## src/common/icache_params.svh

```systemverilog
`ifndef ICACHE_PARAMS_SVH
`define ICACHE_PARAMS_SVH

// Cache geometry
`define ICACHE_WAYS   4
`define ICACHE_SETS   64
`define ICACHE_TAG_W  22
`define ICACHE_IDX_W  6
`define ICACHE_OFS_W  4

// Line and word widths
`define ICACHE_LINE_W 128
`define ICACHE_WORD_W 32

`endif
```

## src/common/cacheGeomPkg.sv

```systemverilog
`include "icache_params.svh"

package cacheGeomPkg;

    typedef logic [31:0]                     pcT;
    typedef logic [`ICACHE_TAG_W-1:0]        tagT;
    typedef logic [`ICACHE_IDX_W-1:0]        setIdxT;
    typedef logic [`ICACHE_LINE_W-1:0]       lineT;
    typedef logic [$clog2(`ICACHE_WAYS)-1:0] wayIdxT;
    typedef logic [`ICACHE_WAYS-1:0]         wayMaskT;
    typedef logic [`ICACHE_WORD_W-1:0]       instT;

    // Tag is everything above index and offset
    function automatic tagT tagOf(pcT addr);
        return addr[`ICACHE_OFS_W + `ICACHE_IDX_W +: `ICACHE_TAG_W];
    endfunction

    function automatic setIdxT setOf(pcT addr);
        return addr[`ICACHE_OFS_W +: `ICACHE_IDX_W];
    endfunction

    // Word k of a line
    function automatic instT wordOf(lineT line, logic [1:0] k);
        return line[k * `ICACHE_WORD_W +: `ICACHE_WORD_W];
    endfunction

endpackage

```

## src/icache/plruTree.sv

```systemverilog
`include "icache_params.svh"

module plruTree (
    input  logic                 clk,
    input  logic                 rst,
    input  cacheGeomPkg::setIdxT set,
    input  logic                 hitEn,
    input  cacheGeomPkg::wayIdxT hitWay,
    input  logic                 fillEn,
    input  cacheGeomPkg::wayIdxT fillWay,
    input  cacheGeomPkg::setIdxT fillSet,
    output cacheGeomPkg::wayIdxT victimWay
);
    import cacheGeomPkg::*;

    logic [2:0] bits [`ICACHE_SETS];
    logic [2:0] fillBits;
    wayIdxT     victimNext;

    // Point the tree away from the way just used
    function automatic logic [2:0] touch(logic [2:0] cur, wayIdxT way);
        logic [2:0] nxt;
        nxt = cur;
        case (way)
            2'd0: nxt = {1'b1, cur[1], 1'b1};
            2'd1: nxt = {1'b1, cur[1], 1'b0};
            2'd2: nxt = {1'b0, 1'b1, cur[0]};
            default: nxt = {1'b0, 1'b0, cur[0]};
        endcase
        return nxt;
    endfunction

    always_ff @(posedge clk) begin
        if (rst) begin
            for (int s = 0; s < `ICACHE_SETS; s++) begin
                bits[s] <= 3'b000;
            end
        end else begin
            if (hitEn) begin
                bits[set] <= touch(bits[set], hitWay);
            end
            if (fillEn) begin
                bits[fillSet] <= touch(bits[fillSet], fillWay);
            end
        end
    end

    // b2 picks the half, b0 or b1 picks the way in it
    assign fillBits   = bits[fillSet];
    assign victimNext = fillBits[2] ? {1'b1, fillBits[1]} : {1'b0, fillBits[0]};

    always_ff @(posedge clk) begin
        victimWay <= victimNext;
    end

endmodule

```

## config.mk

```make
export PLATFORM = sky130hd
export DESIGN_NAME = plruTree
export DESIGN_NICKNAME = d
export VERILOG_FILES = /design/src/common/cacheGeomPkg.sv /design/src/icache/plruTree.sv
export VERILOG_INCLUDE_DIRS = /design/src /design/src/common
export SDC_FILE = /design/constraint.sdc
export NUM_CORES = 1
export LEC_CHECK = 0
export BUFFER_PORTS_ARGS = -buffer_cell sky130_fd_sc_hd__clkbuf_2
export CORE_MARGIN = 5
export CORE_UTILIZATION = 37
export DETAILED_ROUTE_END_ITERATION = 8
export HOLD_SLACK_MARGIN = 0.1
export PLACE_DENSITY = 0.61
export SYNTH_ARGS = -nofsm -noshare
export SYNTH_HDL_FRONTEND = slang
export SYNTH_SLANG_ARGS = --single-unit
```

## constraint.sdc

```tcl
create_clock -name clk -period 3.1 [get_ports clk]
set_input_delay 0.465 -clock clk [delete_from_list [all_inputs] [get_ports clk]]
set_output_delay 0.465 -clock clk [all_outputs]
set_load 0.01 [all_outputs]
```

==> impl_metrics.tcl <==
set metrics [dict create \
    clkSinkCount 194 \
    path_max_fanout 20 \
    ioPinCount 22 \
    critPathRequiredTime_ps 3280 \
    end_kind "flop" \
    r2r-end "bits[47][0]" \
    grt_first_pass_wirelength_um 73800 \
    synth_edf_count 192 \
    rrSetupSlack_ps 570 \
    detail-route-antenna-nets 0 \
    post_cts_buffers 0 \
    reg2reg_depth 6 \
    drive_gt1_share_pct 12.6 \
    grt_max_degree 103 \
    cts_hold_buf 0 \
    setup_violations 0 \
    p_per_area_nw_per_um2 427 \
    ys.flop_type "edfxtp_1" \
    grt_pass1_vias 11800 \
    hold_ws_ps 553 \
    syn_area_um2 13300 \
    worst-endpoint-arrival_ps 2710 \
    reg2reg_from "bits[34][0]" \
    placed_area_um2 14200 \
    avgSynthCellArea_um2 8.67 \
    slew_violations 0 \
    coreArea_um2 35500 \
    overflow 0 \
    yosys.area.top_type "edfxtp_1" \
    clkPwrFrac_pct 36.5 \
    min_period_ps 2530 \
    combPwrFrac_pct 15.2 \
    htreeDepth 4 \
    tritoncts "yes" \
    p_leak_nw 4.93 \
    rows 69 \
    route.detailed.drc 0 \
    netlist.area_leader.share_pct 43.5 \
    critical_path_class "flop to flop" \
    area_delta_synth_final_pct 11.1 \
    hpwl_um 31100 \
    nets 1544 \
    antenna_found_initial 0 \
    vdd_ir_drop_max_uv 397 \
    switching_share_pct 29.9 \
    cts_buffer_depth 2 \
    min_delay_worst_endpoint "bits[41][0]" \
    yosysSeqAreaShare_pct 43.8 \
    die-area_um2 39700 \
    cts_made_buffers 17 \
    status "finished clean" \
    synth_cell_types 48 \
    synthTopCellsByArea "edfxtp_1 43%, o21ai_0 8.4%, nand2_1 6.3%, mux2i_1 6.1%, nor2_1 4.6%" \
    synth_nets 1551 \
    syn_inst 1531 \
    cts_resized 0 \
    timing.slew.headroom_pct 28.7 \
    internal_power_mw 4.41 \
    fin_crit_sh_pct 81.5 \
    min_path_cells 2 \
    path_clk_slew_ps 90 \
    final_hold_viol_count 0 \
    yosysWarnings 0 \
    place.gp.congestion 0.911 \
    firstDrtPassIters 6 \
    die_h_um 199 \
    clock_latency_ps 460 \
    diodes 0 \
    cp-start-kind "flop" \
    p_seq_share_pct 48.3 \
    start_util_pct 37.4 \
    wl_per_cell_um 24.8 \
    grt_usage_pct 24.5 \
    io_buffer_count 21 \
    finalSetupTns_ps 0 \
    vias_per_cell 6.37 \
    tightest_slew_ps 1070 \
    die_w_um 199 \
    vias 12700 \
    rsz0062_at_grt "no" \
    synth-seq-cells 194 \
    fmax_ghz 0.396 \
    power.switching_mw 1.88 \
    hold_class "input port to flop" \
    clockRootBuffer "clkbuf_16" \
    drt_iter0_drc 2016 \
    finClkSkew_ps 18.0 \
    cap_violations 0 \
    synth-async-reset-ratio_pct 0 \
    drt_wl_total_um 49500 \
    fin_area_um2 14700 \
    min_from "hitWay[1]" \
]
[cells in the mapped netlist (7+ instances only)]
master    count
o31ai_1      65
buf_1        11
a21oi_1      94
nand3_1      30
or2_2         7
buf_6        12
o21ai_2      30
mux2i_1      81
and2_1        8
buf_2         9
nor2_1      162
nor3_1       88
o21ai_0     223
or3_1        54
a31oi_1      24
clkbuf_1     87
a22oi_1      50
nand2_1     222
edfxtp_1    192
[layout by cell type (no fill, tap or decap), types with 3 or more instances in the layout]
cell and instances:
edfxtp_1 192, o21ai_0 223, mux4_2 4, inv_6 3
nand4_1 4, nand3_1 30, nor2_2 6, and3b_1 4
or3b_2 3, and2_1 8, a22oi_1 50, nand2b_1 5
nor2b_1 4, o21ai_2 30, buf_12 15, clkinv_4 5
or3_1 54, nor3_1 88, buf_4 66, nor2_1 158
nand3b_1 4, or2_2 7, nor3b_1 4, a21oi_1 94
mux2i_1 81, and3_1 3, mux4_1 4, o21ai_1 4
a32oi_1 4, clkbuf_16 17, nand2_1 222, o22ai_1 6
clkbuf_2 18, o31ai_1 65, a31oi_1 24
[cells by family (layout without fill, tap and decap cells)]
| group | count (synthesis) | count (layout) | synth area share [%] |
|---|---|---|---|
| AND/OR/NAND/NOR | 617 | 617 | 21.3 |
| AO/OA/AOI/OAI | 505 | 505 | 22.7 |
| flip-flops | 194 | 194 | 43.8 |
| buffers and inverters | 126 | 132 | 4.57 |
| multiplexers | 89 | 89 | 7.58 |
[worst max-delay path by stage]
| stage | from | end | slack (ps) | cells past startpoint |
|---|---|---|---|---|
| 2_1_floorplan | fillSet[2] | bits[16][0] | 500 | 8 |
| 3_3_place_gp | fillSet[0] | bits[3][0] | 200 | 7 |
| 3_5_place_dp | fillSet[0] | bits[3][0] | 180 | 7 |
| 4_1_cts | bits[34][0] | bits[3][0] | 560 | 6 |
| 5_1_grt | bits[34][0] | bits[3][0] | 460 | 6 |
| 6_report | bits[34][0] | bits[47][0] | 570 | 6 |
[through the flow]
stage | power, mW | setup WS, ps | cells | util (%)
2_1_floorplan | 3.63 | 505 | 1531 | -
3_3_place_gp | 4.02 | 205 | 1966 | 39.9
3_5_place_dp | 4.02 | 179 | 1966 | 39.9
4_1_cts | 6.24 | 558 | 1998 | 41.5
5_1_grt | 6.43 | 457 | 1998 | 41.5
6_report | 6.29 | 572 | 1998 | 41.5
[state kept, by name (all words and copies together), names as in the netlist]
name,flops
bits,192
victimWay,2
[worst max-delay path, cell delays in order (launching register included)]
cell      delay [ps]
edfxtp_1         430
mux4_1           500
a32oi_1          250
nand2_2          140
o41ai_4          510
buf_12           270
o221ai_1         150
[routing by layer]
metal	up-vias	share of wire (%)	routed length, µm	GRT usage, %
met5	-	0	0	0
met1	6035	40	19700	34.3
met2	851	44	21600	37.1
li1	5709	-	-	-
met3	135	12	6040	5.04
met4	0	4.3	2120	10.3
[power by group through the flow]
stage	logic, mW	clock network [mW]	registers, mW
after floorplan	0.558	0	3.07
after global placement	0.920	0	3.10
after detailed placement	0.925	0	3.10
after CTS	0.928	2.27	3.04
after global routing	0.996	2.38	3.05
final	0.958	2.29	3.04
[layout make-up]
type,count,area (µm²)
tap,461,577
timing repair buffer,99,886
sequential,194,5810
multi-input combinational,1211,6890
clock inverter,13,146
fill,3456,20700
inverter,1,3.75
clock buffer,19,433
Note: power is estimated with default switching activity, not from simulation.
