`config.mk`:
```
export PLATFORM = sky130hd
export DESIGN_NAME = lookupStage
export DESIGN_NICKNAME = d
export VERILOG_FILES = /design/src/common/cacheGeomPkg.sv /design/src/icache/lookupStage.sv
export VERILOG_INCLUDE_DIRS = /design/src /design/src/common
export SDC_FILE = /design/constraint.sdc
export NUM_CORES = 1
export LEC_CHECK = 0
export BUFFER_PORTS_ARGS = -buffer_cell sky130_fd_sc_hd__buf_2
export CORE_AREA = 4 4 357 359
export CTS_BUF_LIST = sky130_fd_sc_hd__clkbuf_8
export DETAILED_ROUTE_END_ITERATION = 12
export DIE_AREA = 0 0 361 363
export MAX_ROUTING_LAYER = met4
export SYNTH_ARGS = -nofsm -noshare
export SYNTH_HDL_FRONTEND = slang
export SYNTH_SLANG_ARGS = --single-unit
```
`constraint.sdc`:
```
create_clock -name clk -period 4.3 [get_ports clk]
set_input_delay 0.86 -clock clk [delete_from_list [all_inputs] [get_ports clk]]
set_output_delay 0.86 -clock clk [all_outputs]
set_load 0.02 [all_outputs]
```
`src/common/icache_params.svh`:
```
`ifndef ICACHE_PARAMS_SVH
`define ICACHE_PARAMS_SVH

// Cache geometry
`define ICACHE_WAYS   4
`define ICACHE_SETS   64
`define ICACHE_TAG_W  22
`define ICACHE_IDX_W  6
`define ICACHE_OFS_W  4

// Line and word widths
`define ICACHE_LINE_W 128
`define ICACHE_WORD_W 32

`endif
```
`src/common/cacheGeomPkg.sv`:
```
`include "icache_params.svh"

package cacheGeomPkg;

    typedef logic [31:0]                     pcT;
    typedef logic [`ICACHE_TAG_W-1:0]        tagT;
    typedef logic [`ICACHE_IDX_W-1:0]        setIdxT;
    typedef logic [`ICACHE_LINE_W-1:0]       lineT;
    typedef logic [$clog2(`ICACHE_WAYS)-1:0] wayIdxT;
    typedef logic [`ICACHE_WAYS-1:0]         wayMaskT;
    typedef logic [`ICACHE_WORD_W-1:0]       instT;

    // Tag is everything above index and offset
    function automatic tagT tagOf(pcT addr);
        return addr[`ICACHE_OFS_W + `ICACHE_IDX_W +: `ICACHE_TAG_W];
    endfunction

    function automatic setIdxT setOf(pcT addr);
        return addr[`ICACHE_OFS_W +: `ICACHE_IDX_W];
    endfunction

    // Word k of a line
    function automatic instT wordOf(lineT line, logic [1:0] k);
        return line[k * `ICACHE_WORD_W +: `ICACHE_WORD_W];
    endfunction

endpackage

```
`src/icache/lookupStage.sv`:
```
`include "icache_params.svh"

module lookupStage (
    input  logic                  clk,
    input  logic                  rst,
    input  logic                  stageValid,
    input  cacheGeomPkg::pcT      stagePc,
    input  cacheGeomPkg::tagT     wayTag [`ICACHE_WAYS],
    input  cacheGeomPkg::lineT    wayLine [`ICACHE_WAYS],
    input  cacheGeomPkg::wayMaskT wayValid,
    input  logic                  fillValid,
    input  cacheGeomPkg::lineT    fillLine,
    output logic                  miss,
    output cacheGeomPkg::pcT      missPc,
    output logic                  hitEn,
    output cacheGeomPkg::wayIdxT  hitWay,
    output logic                  inst0Valid,
    output cacheGeomPkg::pcT      inst0Pc,
    output cacheGeomPkg::instT    inst0,
    output logic                  inst1Valid,
    output cacheGeomPkg::pcT      inst1Pc,
    output cacheGeomPkg::instT    inst1
);
    import cacheGeomPkg::*;

    wayMaskT hitVec;
    logic    anyHit;
    logic    live;
    logic    outValid;
    logic    missPending;
    lineT    selLine;

    // Tag compare across all ways
    always_comb begin
        for (int w = 0; w < `ICACHE_WAYS; w++) begin
            hitVec[w] = wayValid[w] && (wayTag[w] == tagOf(stagePc));
        end
    end

    always_comb begin
        hitWay = '0;
        for (int w = `ICACHE_WAYS - 1; w >= 0; w--) begin
            if (hitVec[w]) begin
                hitWay = wayIdxT'(w);
            end
        end
    end

    assign anyHit = |hitVec;

    // Entry that missed waits here for the refill line
    always_ff @(posedge clk) begin
        if (rst) begin
            missPending <= 1'b0;
        end else if (fillValid) begin
            missPending <= 1'b0;
        end else if (miss) begin
            missPending <= 1'b1;
        end
    end

    assign live     = stageValid && !missPending;
    assign hitEn    = live && anyHit;
    assign miss     = live && !anyHit;
    assign missPc   = stagePc;
    assign outValid = hitEn || fillValid;
    assign selLine  = fillValid ? fillLine : wayLine[hitWay];

    // Aligned pair, bit 3 picks the half of the line
    assign inst0Pc    = {stagePc[31:3], 1'b0, stagePc[1:0]};
    assign inst1Pc    = {stagePc[31:3], 1'b1, stagePc[1:0]};
    assign inst0      = wordOf(selLine, {stagePc[3], 1'b0});
    assign inst1      = wordOf(selLine, {stagePc[3], 1'b1});
    assign inst0Valid = outValid && !stagePc[2];
    assign inst1Valid = outValid;

endmodule

```
==> results list <==
* Buffers on Ports: 899
- The number of flip-flops in the largest register is 1.
- Maximum Capacitance Violations: 0
- Leak pwr: 9.28 nW
- Placeable core area: 0.124 mm2
- Routability-driven placement finished with a final weighted congestion of 0.914.
- RSZ-0062 raised after global routing: true
- Antenna violations before repair: 110
* Critical-path cell with the highest stage delay: sky130_fd_sc_hd__or4_4
- The number of nets in the synthesized netlist is 1911.
- The clock network burns 0% of the power.
* Total number of nets in the final design: 2991
* DRC violation count after routing: 0
* Site Rows: 129
* Post-CTS clock slew at the launch and capture registers of the worst setup and hold paths: 0.01 ns
- After layout, the worst path uses 108% of the clock period.
- Setup slack on the critical path of the routed design comes to -0.344 ns.
- After synthesis the netlist holds a flip-flop and latch count of 1.
- Combinational logic is responsible for 99.5% of the overall power.
* Switching power of the nets: 1.05 mW
- Power density over the cells: 94.7 mW/mm2
- In this run, distinct cell masters in the synthesized netlist total 48.
- The floorplan step defined a die boundary enclosing 0.131 mm2.
- Compared with the post-synthesis result, the final layout area differs by 143%.
- Kind of start point of the critical path: input port
- Setup violations remaining at the end of the flow were counted as between 60 and 70.
* Clk_skew: 0 ns
- Crit path kind: input port to primary output
* Worst-path fanout max: 5
- Die X-Extent: roughly 360 um
- Die extent in y: about 360 um
- Highest Clock Rate: 215 MHz
* Cell Area, Placed: approximately 0.016 mm2
- The wire-length estimate of the detail-placed layout is ~100 mm.
- Count of boundary I/O pins: 934
* Final Routed Wirelength: between 100 and 150 mm
* Maximum single-stage delay on the critical path: about 0.54 ns
* Status: finished with violations
- Counting the fill cells in the layout gives 14138.
- Hold Path Class: register to register
- Cells after synthesis: 1143
- Summing over every cut layer, the via total after detailed routing is 16080.
- Initial DRC Count: 1323
- Commonest cells after routing, fill and taps aside: sky130_fd_sc_hd__buf_2, sky130_fd_sc_hd__buf_4, sky130_fd_sc_hd__nand4_1, sky130_fd_sc_hd__nand2_1, sky130_fd_sc_hd__a21o_1
- Slew Viols, Final: 0
- Clock latency on the worst-skew pair: 0 ns
- Average wire per cell in the routed design: around 33 um
* Post-Syn Area: 0.00849 mm2
- The signal on the critical path passes through buf_6, xor2_2, or4_4, and4bb_2, o211ai_1, buf_4, a21oi_4, buf_12, buf_16, buf_6, nand4_1, a32oi_1, buf_4.
- At the pin with the least slew margin, the transition time is 0.872 ns.
* Final non-filler cell total: 3894
* Period minus WS final: 4.64 ns
* Vias/cell: 4.13
- The final number of hold-violating endpoints came to 0.
* Portion of the post-synthesis area used by sequential elements: less than 1%
* Leading cell type in the layout, fill and taps excluded: sky130_fd_sc_hd__buf_2
- Once layout is done, the placed cells without fillers occupy 0.0206 mm2.
- Largest cells by area after synthesis: sky130_fd_sc_hd__a221oi_1, sky130_fd_sc_hd__a21o_1, sky130_fd_sc_hd__nand4_1
- Global routing used 18.3% of the available tracks across all layers.
* Count of synthesis-stage warnings from yosys: 0
- Relative slew slack: 41.9%
- More flip-flops sit in one register than any other, and that register is missPending.
- Cell taking the most area after synthesis: sky130_fd_sc_hd__a221oi_1
- Peak supply drop: 0.0607 mV
- Placed instance count: about 3700
- Entering global routing, the biggest net connects 111 pins.
* Largest registers: missPending x1
- After clock tree synthesis, the flow added hold-fix buffers numbering 0.
- For this configuration, the core starts out at a cell density of under 10%.
* Req. time, crit path: 3.44 ns
* Total congestion overflow: 0
- ANT nets after route: 0
* Switching fraction of total power: between 50% and 60%
- The number of global-route vias before repair came to 15399.
- STA puts the critical path data arrival time at 3.78 ns.
- The final reports fail on negative setup slack.
- Synthesized area per cell: 7.43 um2
- First-pass iteration count of the detailed router: 5
* Internal power component: 900 uW
- Fraction of layout cells with a size suffix above 1: 70.0%
* Final core occ: 16.7%
* Area fraction of the dominant cell type after synthesis: 13.2%
- Registers are responsible for less than 1% of the overall power.
- The first global-routing pass estimated approximately 160 mm of wire.
- The worst setup path is captured at a primary output.
-- metal layers --
layer | wire, um | vias to the layer above | GRT usage [%]
li1 | - | 6825 | -
met1 | 56500 | 7888 | 24.2
met2 | 59600 | 1136 | 30.4
met3 | 8100 | 231 | 2.64
met4 | 3170 | 0 | 2.31
met5 | 0 | - | -
-- path summary, 6_finish.rpt --
path	from	to	slack (ns)	cells past startpoint
setup / recovery	wayTag[21]	inst1[19]	-0.34	13
hold reg to reg	missPending	missPending	0.56	2
hold / removal	missPending	missPending	0.56	2
setup reg to reg	missPending	missPending	3.66	2
-- stage by stage --
stage	power [mW]	hold WS [ns]	TNS [ns]	worst slack (ns)
2_1_floorplan	0.650	0.508	0	0.377
3_3_place_gp	1.67	0.538	-35.64	-0.948
3_5_place_dp	1.66	0.547	-32.64	-0.897
4_1_cts	1.88	0.557	-14.72	-0.358
5_1_grt	2.04	0.597	-18.08	-0.391
6_report	1.95	0.558	-13.52	-0.344
-- synthesized netlist by cell type (all sizes together) --
| cell | number |
|---|---|
| conb | 2 |
| nand2 | 138 |
| a221oi | 128 |
| a32oi | 64 |
| nand4b | 1 |
| o211ai | 1 |
| nor2b | 3 |
| xor2 | 57 |
| nand4bb | 2 |
| or2 | 1 |
| a21oi | 1 |
| and4 | 3 |
| nor3 | 11 |
| nand4 | 142 |
| xnor2 | 32 |
| nor4 | 18 |
| clkbuf | 60 |
| buf | 187 |
| nor2 | 8 |
| a21o | 129 |
| or3b | 5 |
| nor4bb | 1 |
| a41oi | 64 |
| and4bb | 1 |
| o2bb2ai | 1 |
| o211a | 1 |
| inv | 3 |
| dfxtp | 1 |
| a31o | 1 |
| nor4b | 66 |
| a31oi | 3 |
| or4 | 2 |
| nor3b | 1 |
| and3 | 1 |
| nand3 | 3 |
| nand3b | 1 |
-- power by group through the flow --
stage	sequential, mW	clock (mW)	combinational, mW
after floorplan	0.0102	0	0.640
after global placement	0.0102	0	1.66
after detailed placement	0.0102	0	1.65
after CTS	0.0103	0	1.87
after global routing	0.0104	0.000000737	2.03
final	0.0103	0.000000960	1.94
-- critical path, delay by kind of cell --
family          cells  cell delay, ns
simple gates        3            1.18
buf+inv             6            0.89
compound gates      3            0.67
xor+xnor            1            0.16
-- layout make-up --
class | count | area [um2] | share of cell area, %
timing repair buffer | 1325 | 9810 | 47.6
tap | 1637 | 2050 | 9.94
multi-input combinational | 892 | 8630 | 41.8
sequential | 1 | 20.0 | 0.0971
antenna | 36 | 90.1 | 0.437
inverter | 3 | 18.8 | 0.0910
-- what timing repair did --
action,4_1_cts,5_1_grt
pin swaps,117,97
gates resized for setup,341,148
buffers inserted,62,42
setup endpoints to repair,65,66
cloned,20,7
-- logic make-up after synthesis --
logic type	after synthesis	share of synthesized area (%)
other cells	2	0.0884
simple gates	408	31.5
compound gates	393	40.8
buf+inv	250	18.1
flops	1	0.236
xor+xnor	89	9.27
Power figures use the tool's default switching activity.
