### config.mk
export PLATFORM = sky130hd
export DESIGN_NAME = refillCtrl
export DESIGN_NICKNAME = d
export VERILOG_FILES = /design/src/common/fetchCtrlPkg.sv /design/src/common/cacheGeomPkg.sv /design/src/icache/refillCtrl.sv
export VERILOG_INCLUDE_DIRS = /design/src /design/src/common
export SDC_FILE = /design/constraint.sdc
export NUM_CORES = 1
export LEC_CHECK = 0
export ABC_AREA = 1
export BUFFER_PORTS_ARGS = -buffer_cell sky130_fd_sc_hd__buf_2
export CAP_MARGIN = 20
export CORE_AREA = 2 2 144 146
export DETAILED_ROUTE_END_ITERATION = 8
export DIE_AREA = 0 0 146 148
export SYNTH_ARGS = -nofsm -noshare
export SYNTH_HDL_FRONTEND = slang
export SYNTH_SLANG_ARGS = --single-unit
### constraint.sdc
create_clock -name clk -period 9.6 [get_ports clk]
set_input_delay 2.88 -clock clk [delete_from_list [all_inputs] [get_ports clk]]
set_output_delay 2.88 -clock clk [all_outputs]
set_load 0.03 [all_outputs]
### src/common/icache_params.svh
`ifndef ICACHE_PARAMS_SVH
`define ICACHE_PARAMS_SVH

// Cache geometry
`define ICACHE_WAYS   4
`define ICACHE_SETS   64
`define ICACHE_TAG_W  22
`define ICACHE_IDX_W  6
`define ICACHE_OFS_W  4

// Line and word widths
`define ICACHE_LINE_W 128
`define ICACHE_WORD_W 32

`endif
### src/common/fetchCtrlPkg.sv
package fetchCtrlPkg;

    // Refill controller states
    typedef enum logic [1:0] {
        sLookup,
        sRequest,
        sWait,
        sReplay
    } refillStateT;

endpackage

### src/common/cacheGeomPkg.sv
`include "icache_params.svh"

package cacheGeomPkg;

    typedef logic [31:0]                     pcT;
    typedef logic [`ICACHE_TAG_W-1:0]        tagT;
    typedef logic [`ICACHE_IDX_W-1:0]        setIdxT;
    typedef logic [`ICACHE_LINE_W-1:0]       lineT;
    typedef logic [$clog2(`ICACHE_WAYS)-1:0] wayIdxT;
    typedef logic [`ICACHE_WAYS-1:0]         wayMaskT;
    typedef logic [`ICACHE_WORD_W-1:0]       instT;

    // Tag is everything above index and offset
    function automatic tagT tagOf(pcT addr);
        return addr[`ICACHE_OFS_W + `ICACHE_IDX_W +: `ICACHE_TAG_W];
    endfunction

    function automatic setIdxT setOf(pcT addr);
        return addr[`ICACHE_OFS_W +: `ICACHE_IDX_W];
    endfunction

    // Word k of a line
    function automatic instT wordOf(lineT line, logic [1:0] k);
        return line[k * `ICACHE_WORD_W +: `ICACHE_WORD_W];
    endfunction

endpackage

### src/icache/refillCtrl.sv
`include "icache_params.svh"

module refillCtrl (
    input  logic                      clk,
    input  logic                      rst,
    input  logic                      miss,
    input  cacheGeomPkg::pcT          missPc,
    input  cacheGeomPkg::wayMaskT     wayValid,
    input  cacheGeomPkg::wayIdxT      victimWay,
    input  logic                      memReqReady,
    input  logic                      memRespValid,
    input  cacheGeomPkg::lineT        memRespLine,
    output fetchCtrlPkg::refillStateT state,
    output logic                      memReqValid,
    output cacheGeomPkg::pcT          memReqAddr,
    output logic                      memRespReady,
    output cacheGeomPkg::wayMaskT     wrEn,
    output cacheGeomPkg::setIdxT      wrSet,
    output cacheGeomPkg::tagT         wrTag,
    output cacheGeomPkg::lineT        wrLine,
    output logic                      fillEn,
    output cacheGeomPkg::wayIdxT      fillWay,
    output logic                      fillValid
);
    import cacheGeomPkg::*;
    import fetchCtrlPkg::*;

    refillStateT nextState;
    pcT          heldPc;
    wayIdxT      chosenWay;

    //////////////////////////////////////////////////
    // State machine
    always_comb begin
        nextState = state;
        case (state)
            sLookup: begin
                if (miss) begin
                    nextState = sRequest;
                end
            end
            sRequest: begin
                if (memReqReady) begin
                    nextState = sWait;
                end
            end
            sWait: begin
                if (memRespValid) begin
                    nextState = sReplay;
                end
            end
            default: begin
                nextState = sLookup;
            end
        endcase
    end

    always_ff @(posedge clk) begin
        if (rst) begin
            state <= sLookup;
        end else begin
            state <= nextState;
        end
    end

    //////////////////////////////////////////////////
    // Victim choice, lowest invalid way first
    always_comb begin
        chosenWay = victimWay;
        for (int w = `ICACHE_WAYS - 1; w >= 0; w--) begin
            if (!wayValid[w]) begin
                chosenWay = wayIdxT'(w);
            end
        end
    end

    always_ff @(posedge clk) begin
        if (state == sLookup && miss) begin
            heldPc <= missPc;
        end
        if (state == sWait && memRespValid) begin
            wrLine  <= memRespLine;
            fillWay <= chosenWay;
        end
    end

    assign memReqValid  = (state == sRequest);
    assign memReqAddr   = {heldPc[31:`ICACHE_OFS_W], {`ICACHE_OFS_W{1'b0}}};
    assign memRespReady = (state == sWait);

    // Line is written and forwarded in the same cycle
    assign fillEn    = (state == sReplay);
    assign fillValid = fillEn;
    assign wrEn      = wayMaskT'(fillEn) << fillWay;
    assign wrSet     = setOf(heldPc);
    assign wrTag     = tagOf(heldPc);

endmodule

==> metrics, run 1 <==
status finished clean; WHS Path Cells 4; Avg Cell Area, Syn 22.3 um^2; full die area 0.0216 mm^2; FF-to-FF path depth 5; drt total wl 13.6 mm; Vias/cell 3.78; initial antenna violation count 2; Crit. Startpoint memRespValid; Max transition margin 43.5%; share of cells above drive strength 1 65.9%; Worst path slowest cell buf_4; Startpoint Class input pin; synthesized instance count 236; die height 148 um; Synth Register Bits 160; fin area 0.00781 mm^2; cts repair resizes 0; pin count of the biggest net entering global routing just under 70; # IOs 371; # nets final ~770; Layout area overhead 48.6%; Worst-Skew Late Latency 0.42 ns; vias in the first global route roughly 3400; RSZ-0062 raised after global routing false; Critical Path Sink wrLine[66]; post-synth top area share 90.3%; core region area 0.0200 mm^2; synthesis warning total 0; top post-synthesis cells by area edfxtp_1 90%, buf_4 4.7%, ha_1 1.2%; critical path required time just under 10 ns; Setup Buffers After CTS 0; placed insts 839; Die Wd 146 um; clk buf depth 2; Slew Limit Fails 0; peak supply drop roughly 0.11 mV; Slew @ Worst Pin 0.848 ns; Worst EP arrival between 4 and 5 ns; CTS Buf Count 17; placement row count 52; Max Clk Rate around 220 MHz; Worst setup EP type register; total negative slack 0 ns; Cell Pwr Density 268 mW/mm^2; Setup Crit Path Kind input pin to register; CP max FO 68; Post-Syn Area approximately 0.0053 mm^2; Detailed Place HPWL 10.4 mm; CTS clk-pin slew, worst paths 0.07 ns; Final Hold Fails 0; synth unique cells 13; CTS H-tree lvls 4; Final GP Congestion about 0.73; First-pass DRT Iterations 5; Post-CTS Hold Buffers 0; via count 3310; post-synthesis sequential area ratio 91.0%; residual DRC count 0; flop2flop setup slack 7.00 ns; TritonCTS clock tree yes; minimum clock period 4.46 ns; clock skew 0.00756 ns; dpl cell area 0.00718 mm^2; IO buf count about 360; Core Util, Final 39.0%; crit path cell chain buf_2 -> nand2_1 -> inv_4 -> buf_4; Synth area leader edfxtp_1; post-DR wirelength/cell 15.5 um; Critical Path Max Stage Delay 0.76 ns; CTS root buffer clkbuf_16; drt first-iter violations 153; total grt overflow 0; GRT Total Usage 12.3%; antenna-violating nets left 0; final hold slack around 0.63 ns; Final period util 46.4%; fill count 1940; Lkg Pwr between 3 and 4 nW; endpoints failing setup 0; Critical R2R Capture wrLine[66]; worst min path class register to register; first-pass GRT wire length 19.4 mm; max-cap check violation count 0; Sinks on Clock Net 160; Final Non-Filler Cells 875; FF-to-FF Start state[0]; Initial Util a little over a quarter
==> placed cells by master (no fill, tap or decap), drive strengths merged <==
master and count:
a21boi 1, a21oi 1, buf 364, clkbuf 18
clkinv 6, conb 4, dfxtp 2, diode 3
edfxtp 158, ha 5, inv 20, nand2 10
nand3 1, nor2 7, nor3 4, o21ai 1
==> worst min-delay path by stage <==
stage	endpoint	start
3_3_place_gp	state[0]	state[0]
4_1_cts	state[0]	state[0]
5_1_grt	state[0]	state[0]
3_5_place_dp	state[0]	state[0]
2_1_floorplan	state[1]	state[1]
6_report	state[0]	state[0]
==> per-layer routing <==
metal	vias up	share of wire, %	routed length [um]	track usage [%]
li1	1562	-	-	-
met1	1535	35	4790	13.2
met2	202	53	7180	21.3
met3	11	10	1390	5.77
met4	0	1.5	206	4.71
met5	-	0	0	0
==> cell usage after synthesis <==
cell,number
edfxtp_1,158
buf_4,33
inv_1,12
nand2_1,10
nor2_1,7
ha_1,5
nor3_1,4
dfxtp_1,2
a21boi_0,1
a21oi_1,1
conb_1,1
nand3_2,1
o21ai_0,1
==> per-stage QoR <==
step	total power [mW]	worst slack (ns)
detailed placement	1.45	4.67
CTS	2.13	5.14
global placement	1.44	4.69
finish	2.09	5.14
floorplan	1.31	3.66
global route	2.19	4.97
==> cell families after synthesis <==
family / Yosys count / synth area share [%]
adder cells (fa/ha/maj): 5 / 1.19
AND/OR/NAND/NOR: 22 / 1.79
AO/OA/AOI/OAI: 3 / 0.333
other: 1 / 0.0714
buffers and inverters: 45 / 5.57
flip-flops: 160 / 91.0
==> critical path, delay by kind of cell <==
kind                   cells  cell delay (ns)
buffers and inverters      3             1.45
and+or+nand+nor            1             0.08
==> flip-flops by register name, indices dropped and copies added, names as in the netlist <==
register / cells
wrLine: 128
heldPc: 28
fillWay: 2
state: 2
==> power breakdown <==
part,switching [mW],total [mW],internal (mW)
combinational,0.379,0.503,0.123
clock,0.310,0.662,0.352
sequential,0.0329,0.928,0.895
==> area by class of cell <==
cell class / count / area (um^2) / share of cell area (%)
flip-flops and latches: 160 / 4780 / 61.3
repair buffers: 364 / 1850 / 23.7
clock buffers: 18 / 429 / 5.50
well taps: 270 / 338 / 4.33
multi-input cells: 34 / 189 / 2.42
clock inverters: 14 / 165 / 2.12
inverters: 12 / 47.5 / 0.609
diodes: 3 / 7.51 / 0.0962
Note: power is estimated with default switching activity, not from simulation.
==> run 2, diff against run 1 <==
- clock period: 9.6 -> 4.31 ns (I/O delays scaled with it)
==> metrics, run 2 (same netlist as run 1, synthesis figures left out) <==
Sinks on Clock Net 160 (unchanged); PnR worst setup slack 1.57 ns (-3.58 ns); Worst path slowest cell dfxtp_1; sw frac 33.2% (-1.4 points); Comb power frac 23.9% (about the same); clk buf depth 2 (unchanged); Cell Pwr Density 602 mW/mm^2 (+120%); Internal Power 3.14 mW (+130%); Critical path buffers and inverters 2 (-1); via count 3319 (+0.27%); drt total wl 13.6 mm (about the same); top sig layer met4; minimum clock period roughly 2.7 ns; placement row count 52 (unchanged); pin count of the biggest net entering global routing 79 (+14%); Final period util 63.6%; clock skew 0.0109 ns (+0.00337 ns); first-pass GRT wire length 19.3 mm (-0.18%); residual DRC count 0 (unchanged); Clock power frac 32.2% (+0.6 points); min-delay src state[0]; Sw Pwr 1.56 mW (+120%); Setup Buffers After CTS 0 (unchanged); status finished clean; Met1 Wirelength 4.78 mm (-0.10%); share of cells above drive strength 1 66.0% (about the same); # IOs 371 (unchanged); CTS Buf Count 17 (unchanged); DR WL met3 1.27 mm (-8.3%); Flop pwr share 43.9% (-0.4 points); Biggest register wrLine; cts repair resizes 0 (unchanged); FF-to-FF Start state[0]; met2 wire len 7.23 mm (+0.72%); antenna-violating nets left 0 (unchanged); max-cap check violation count 0 (unchanged); full die area 0.0216 mm^2 (unchanged); core region area 0.0200 mm^2 (unchanged); Core Util, Final 39.0% (+0.050 points); Die Wd 146 um (unchanged); IO buf count 362 (unchanged); crit path cell chain ha_1 -> inv_1 -> nor3_1 -> buf_2; endpoints failing setup 0 (unchanged); Slew Limit Fails 0 (unchanged); fin area 0.00782 mm^2 (+0.13%); Setup Crit Path Kind register to primary output; leading cell type in the layout, fill and taps excluded buf_2; peak supply drop 0.236 mV (+110%); worst min path class register to register; Startpoint Class register; Worst-Skew Late Latency 0.42 ns (about the same); drt first-iter violations 102 (-33%); max reg flops 128 (unchanged); First-pass DRT Iterations 6 (+1); CP max FO 5 (-93%); Critical Path Max Stage Delay 0.40 ns (-0.36 ns); CP delay by family, top flip-flops; Slew @ Worst Pin 1.03 ns (+0.180 ns); Lkg Pwr 3.37 nW (about the same); FF-to-FF path depth 6 (+1); Top Registers wrLine x128, heldPc x28; Vias/cell 3.80 (+0.39%); TritonCTS clock tree yes; fill count 1935 (-0.26%); total negative slack 0 ns (unchanged); Post-CTS Hold Buffers 0 (unchanged); vias in the first global route 3345 (-1.6%); dpl cell area 0.00719 mm^2 (+0.23%); # nets final 767 (+0.26%); flop2flop setup slack 1.94 ns (-5.06 ns); Final GP Congestion 0.687 (-6.2%); Min-Delay Endpoint state[0]; die height 148 um (unchanged); GRT Total Usage 12.3% (-0.076 points); WHS Path Cells 4 (unchanged); post-DR wirelength/cell 15.5 um (+0.17%); Critical R2R Capture wrLine[41]; critical path required time 3.02 ns (-6.62 ns); Final Hold Fails 0 (unchanged); Place WS 1.22 ns (-3.45 ns); RSZ-0062 raised after global routing false; total grt overflow 0 (unchanged); Max transition margin 31.5% (-12 points); Max Clk Rate 365 MHz; Worst EP arrival 1.45 ns (-3.05 ns); CTS root buffer clkbuf_16; FF+latch area 0.00478 mm^2 (unchanged); CTS clk-pin slew, worst paths 0.06 ns (about the same); area of the multi-input gates 189 um^2 (unchanged); Layout area overhead 48.8%; initial antenna violation count 1 (-1); Detailed Place HPWL 10.5 mm (+0.83%); CTS H-tree lvls 4 (unchanged); Worst setup EP type primary output; Initial Util 26.2% (unchanged); leading cell types in the layout, fill and taps excluded 362 x buf_2, 158 x edfxtp_1, 17 x clkbuf_16
## run 2: cell count changes in the layout (fill, tap and decap cells not counted), sizes merged
cell and delta:
buf +2, clkbuf -1, bufinv +2, inv -1
clkinv -4, diode -2, clkinvlp +3
## run 2: layout make-up
cell class	count	area share, %
flip-flops and latches	160	61.2
well taps	270	4.32
diodes	1	0.0320
repair buffers	366	23.8
multi-input cells	34	2.42
clock buffers	17	5.44
inverters	12	0.624
clock inverters	14	2.14
## run 2: worst min-delay path: cells and delay by family (launching register included)
family	cells	cell delay, ns
flip-flops	1	0.35
AND/OR/NAND/NOR	3	0.15
buffers and inverters	1	0.11
## run 2: worst max-delay path by stage
stage / from / endpoint / slack [ns] / cells past startpoint
after floorplan: memRespValid / fillWay[0] / 0.62 / 2
after global placement: memRespValid / wrLine[50] / 1.23 / 5
after detailed placement: memRespValid / wrLine[28] / 1.22 / 5
after CTS: state[1] / wrEn[3] / 1.52 / 4
after global routing: state[0] / wrEn[3] / 1.38 / 4
final: state[1] / wrEn[3] / 1.57 / 4
## run 2: metal layers
layer,track usage [%],vias to the layer above
met5,0,-
met4,4.90,0
met3,5.62,16
met2,21.2,198
met1,13.1,1550
li1,-,1555
## run 2: through the flow
step                power [mW]  hold slack [ns]  instances
floorplan                 2.91            0.730        239
global placement          3.22            0.631        841
detailed placement        3.23            0.645        841
CTS                       4.77            0.656        872
global route              4.91            0.711        874
finish                    4.70            0.649        874
## run 2: power groups by stage
| stage | Combinational [mW] | Clock (mW) | Sequential, mW |
|---|---|---|---|
| floorplan | 0.366 | 0 | 2.54 |
| global placement | 1.12 | 0 | 2.10 |
| detailed placement | 1.12 | 0 | 2.10 |
| CTS | 1.12 | 1.57 | 2.07 |
| global route | 1.19 | 1.63 | 2.09 |
| finish | 1.13 | 1.51 | 2.06 |
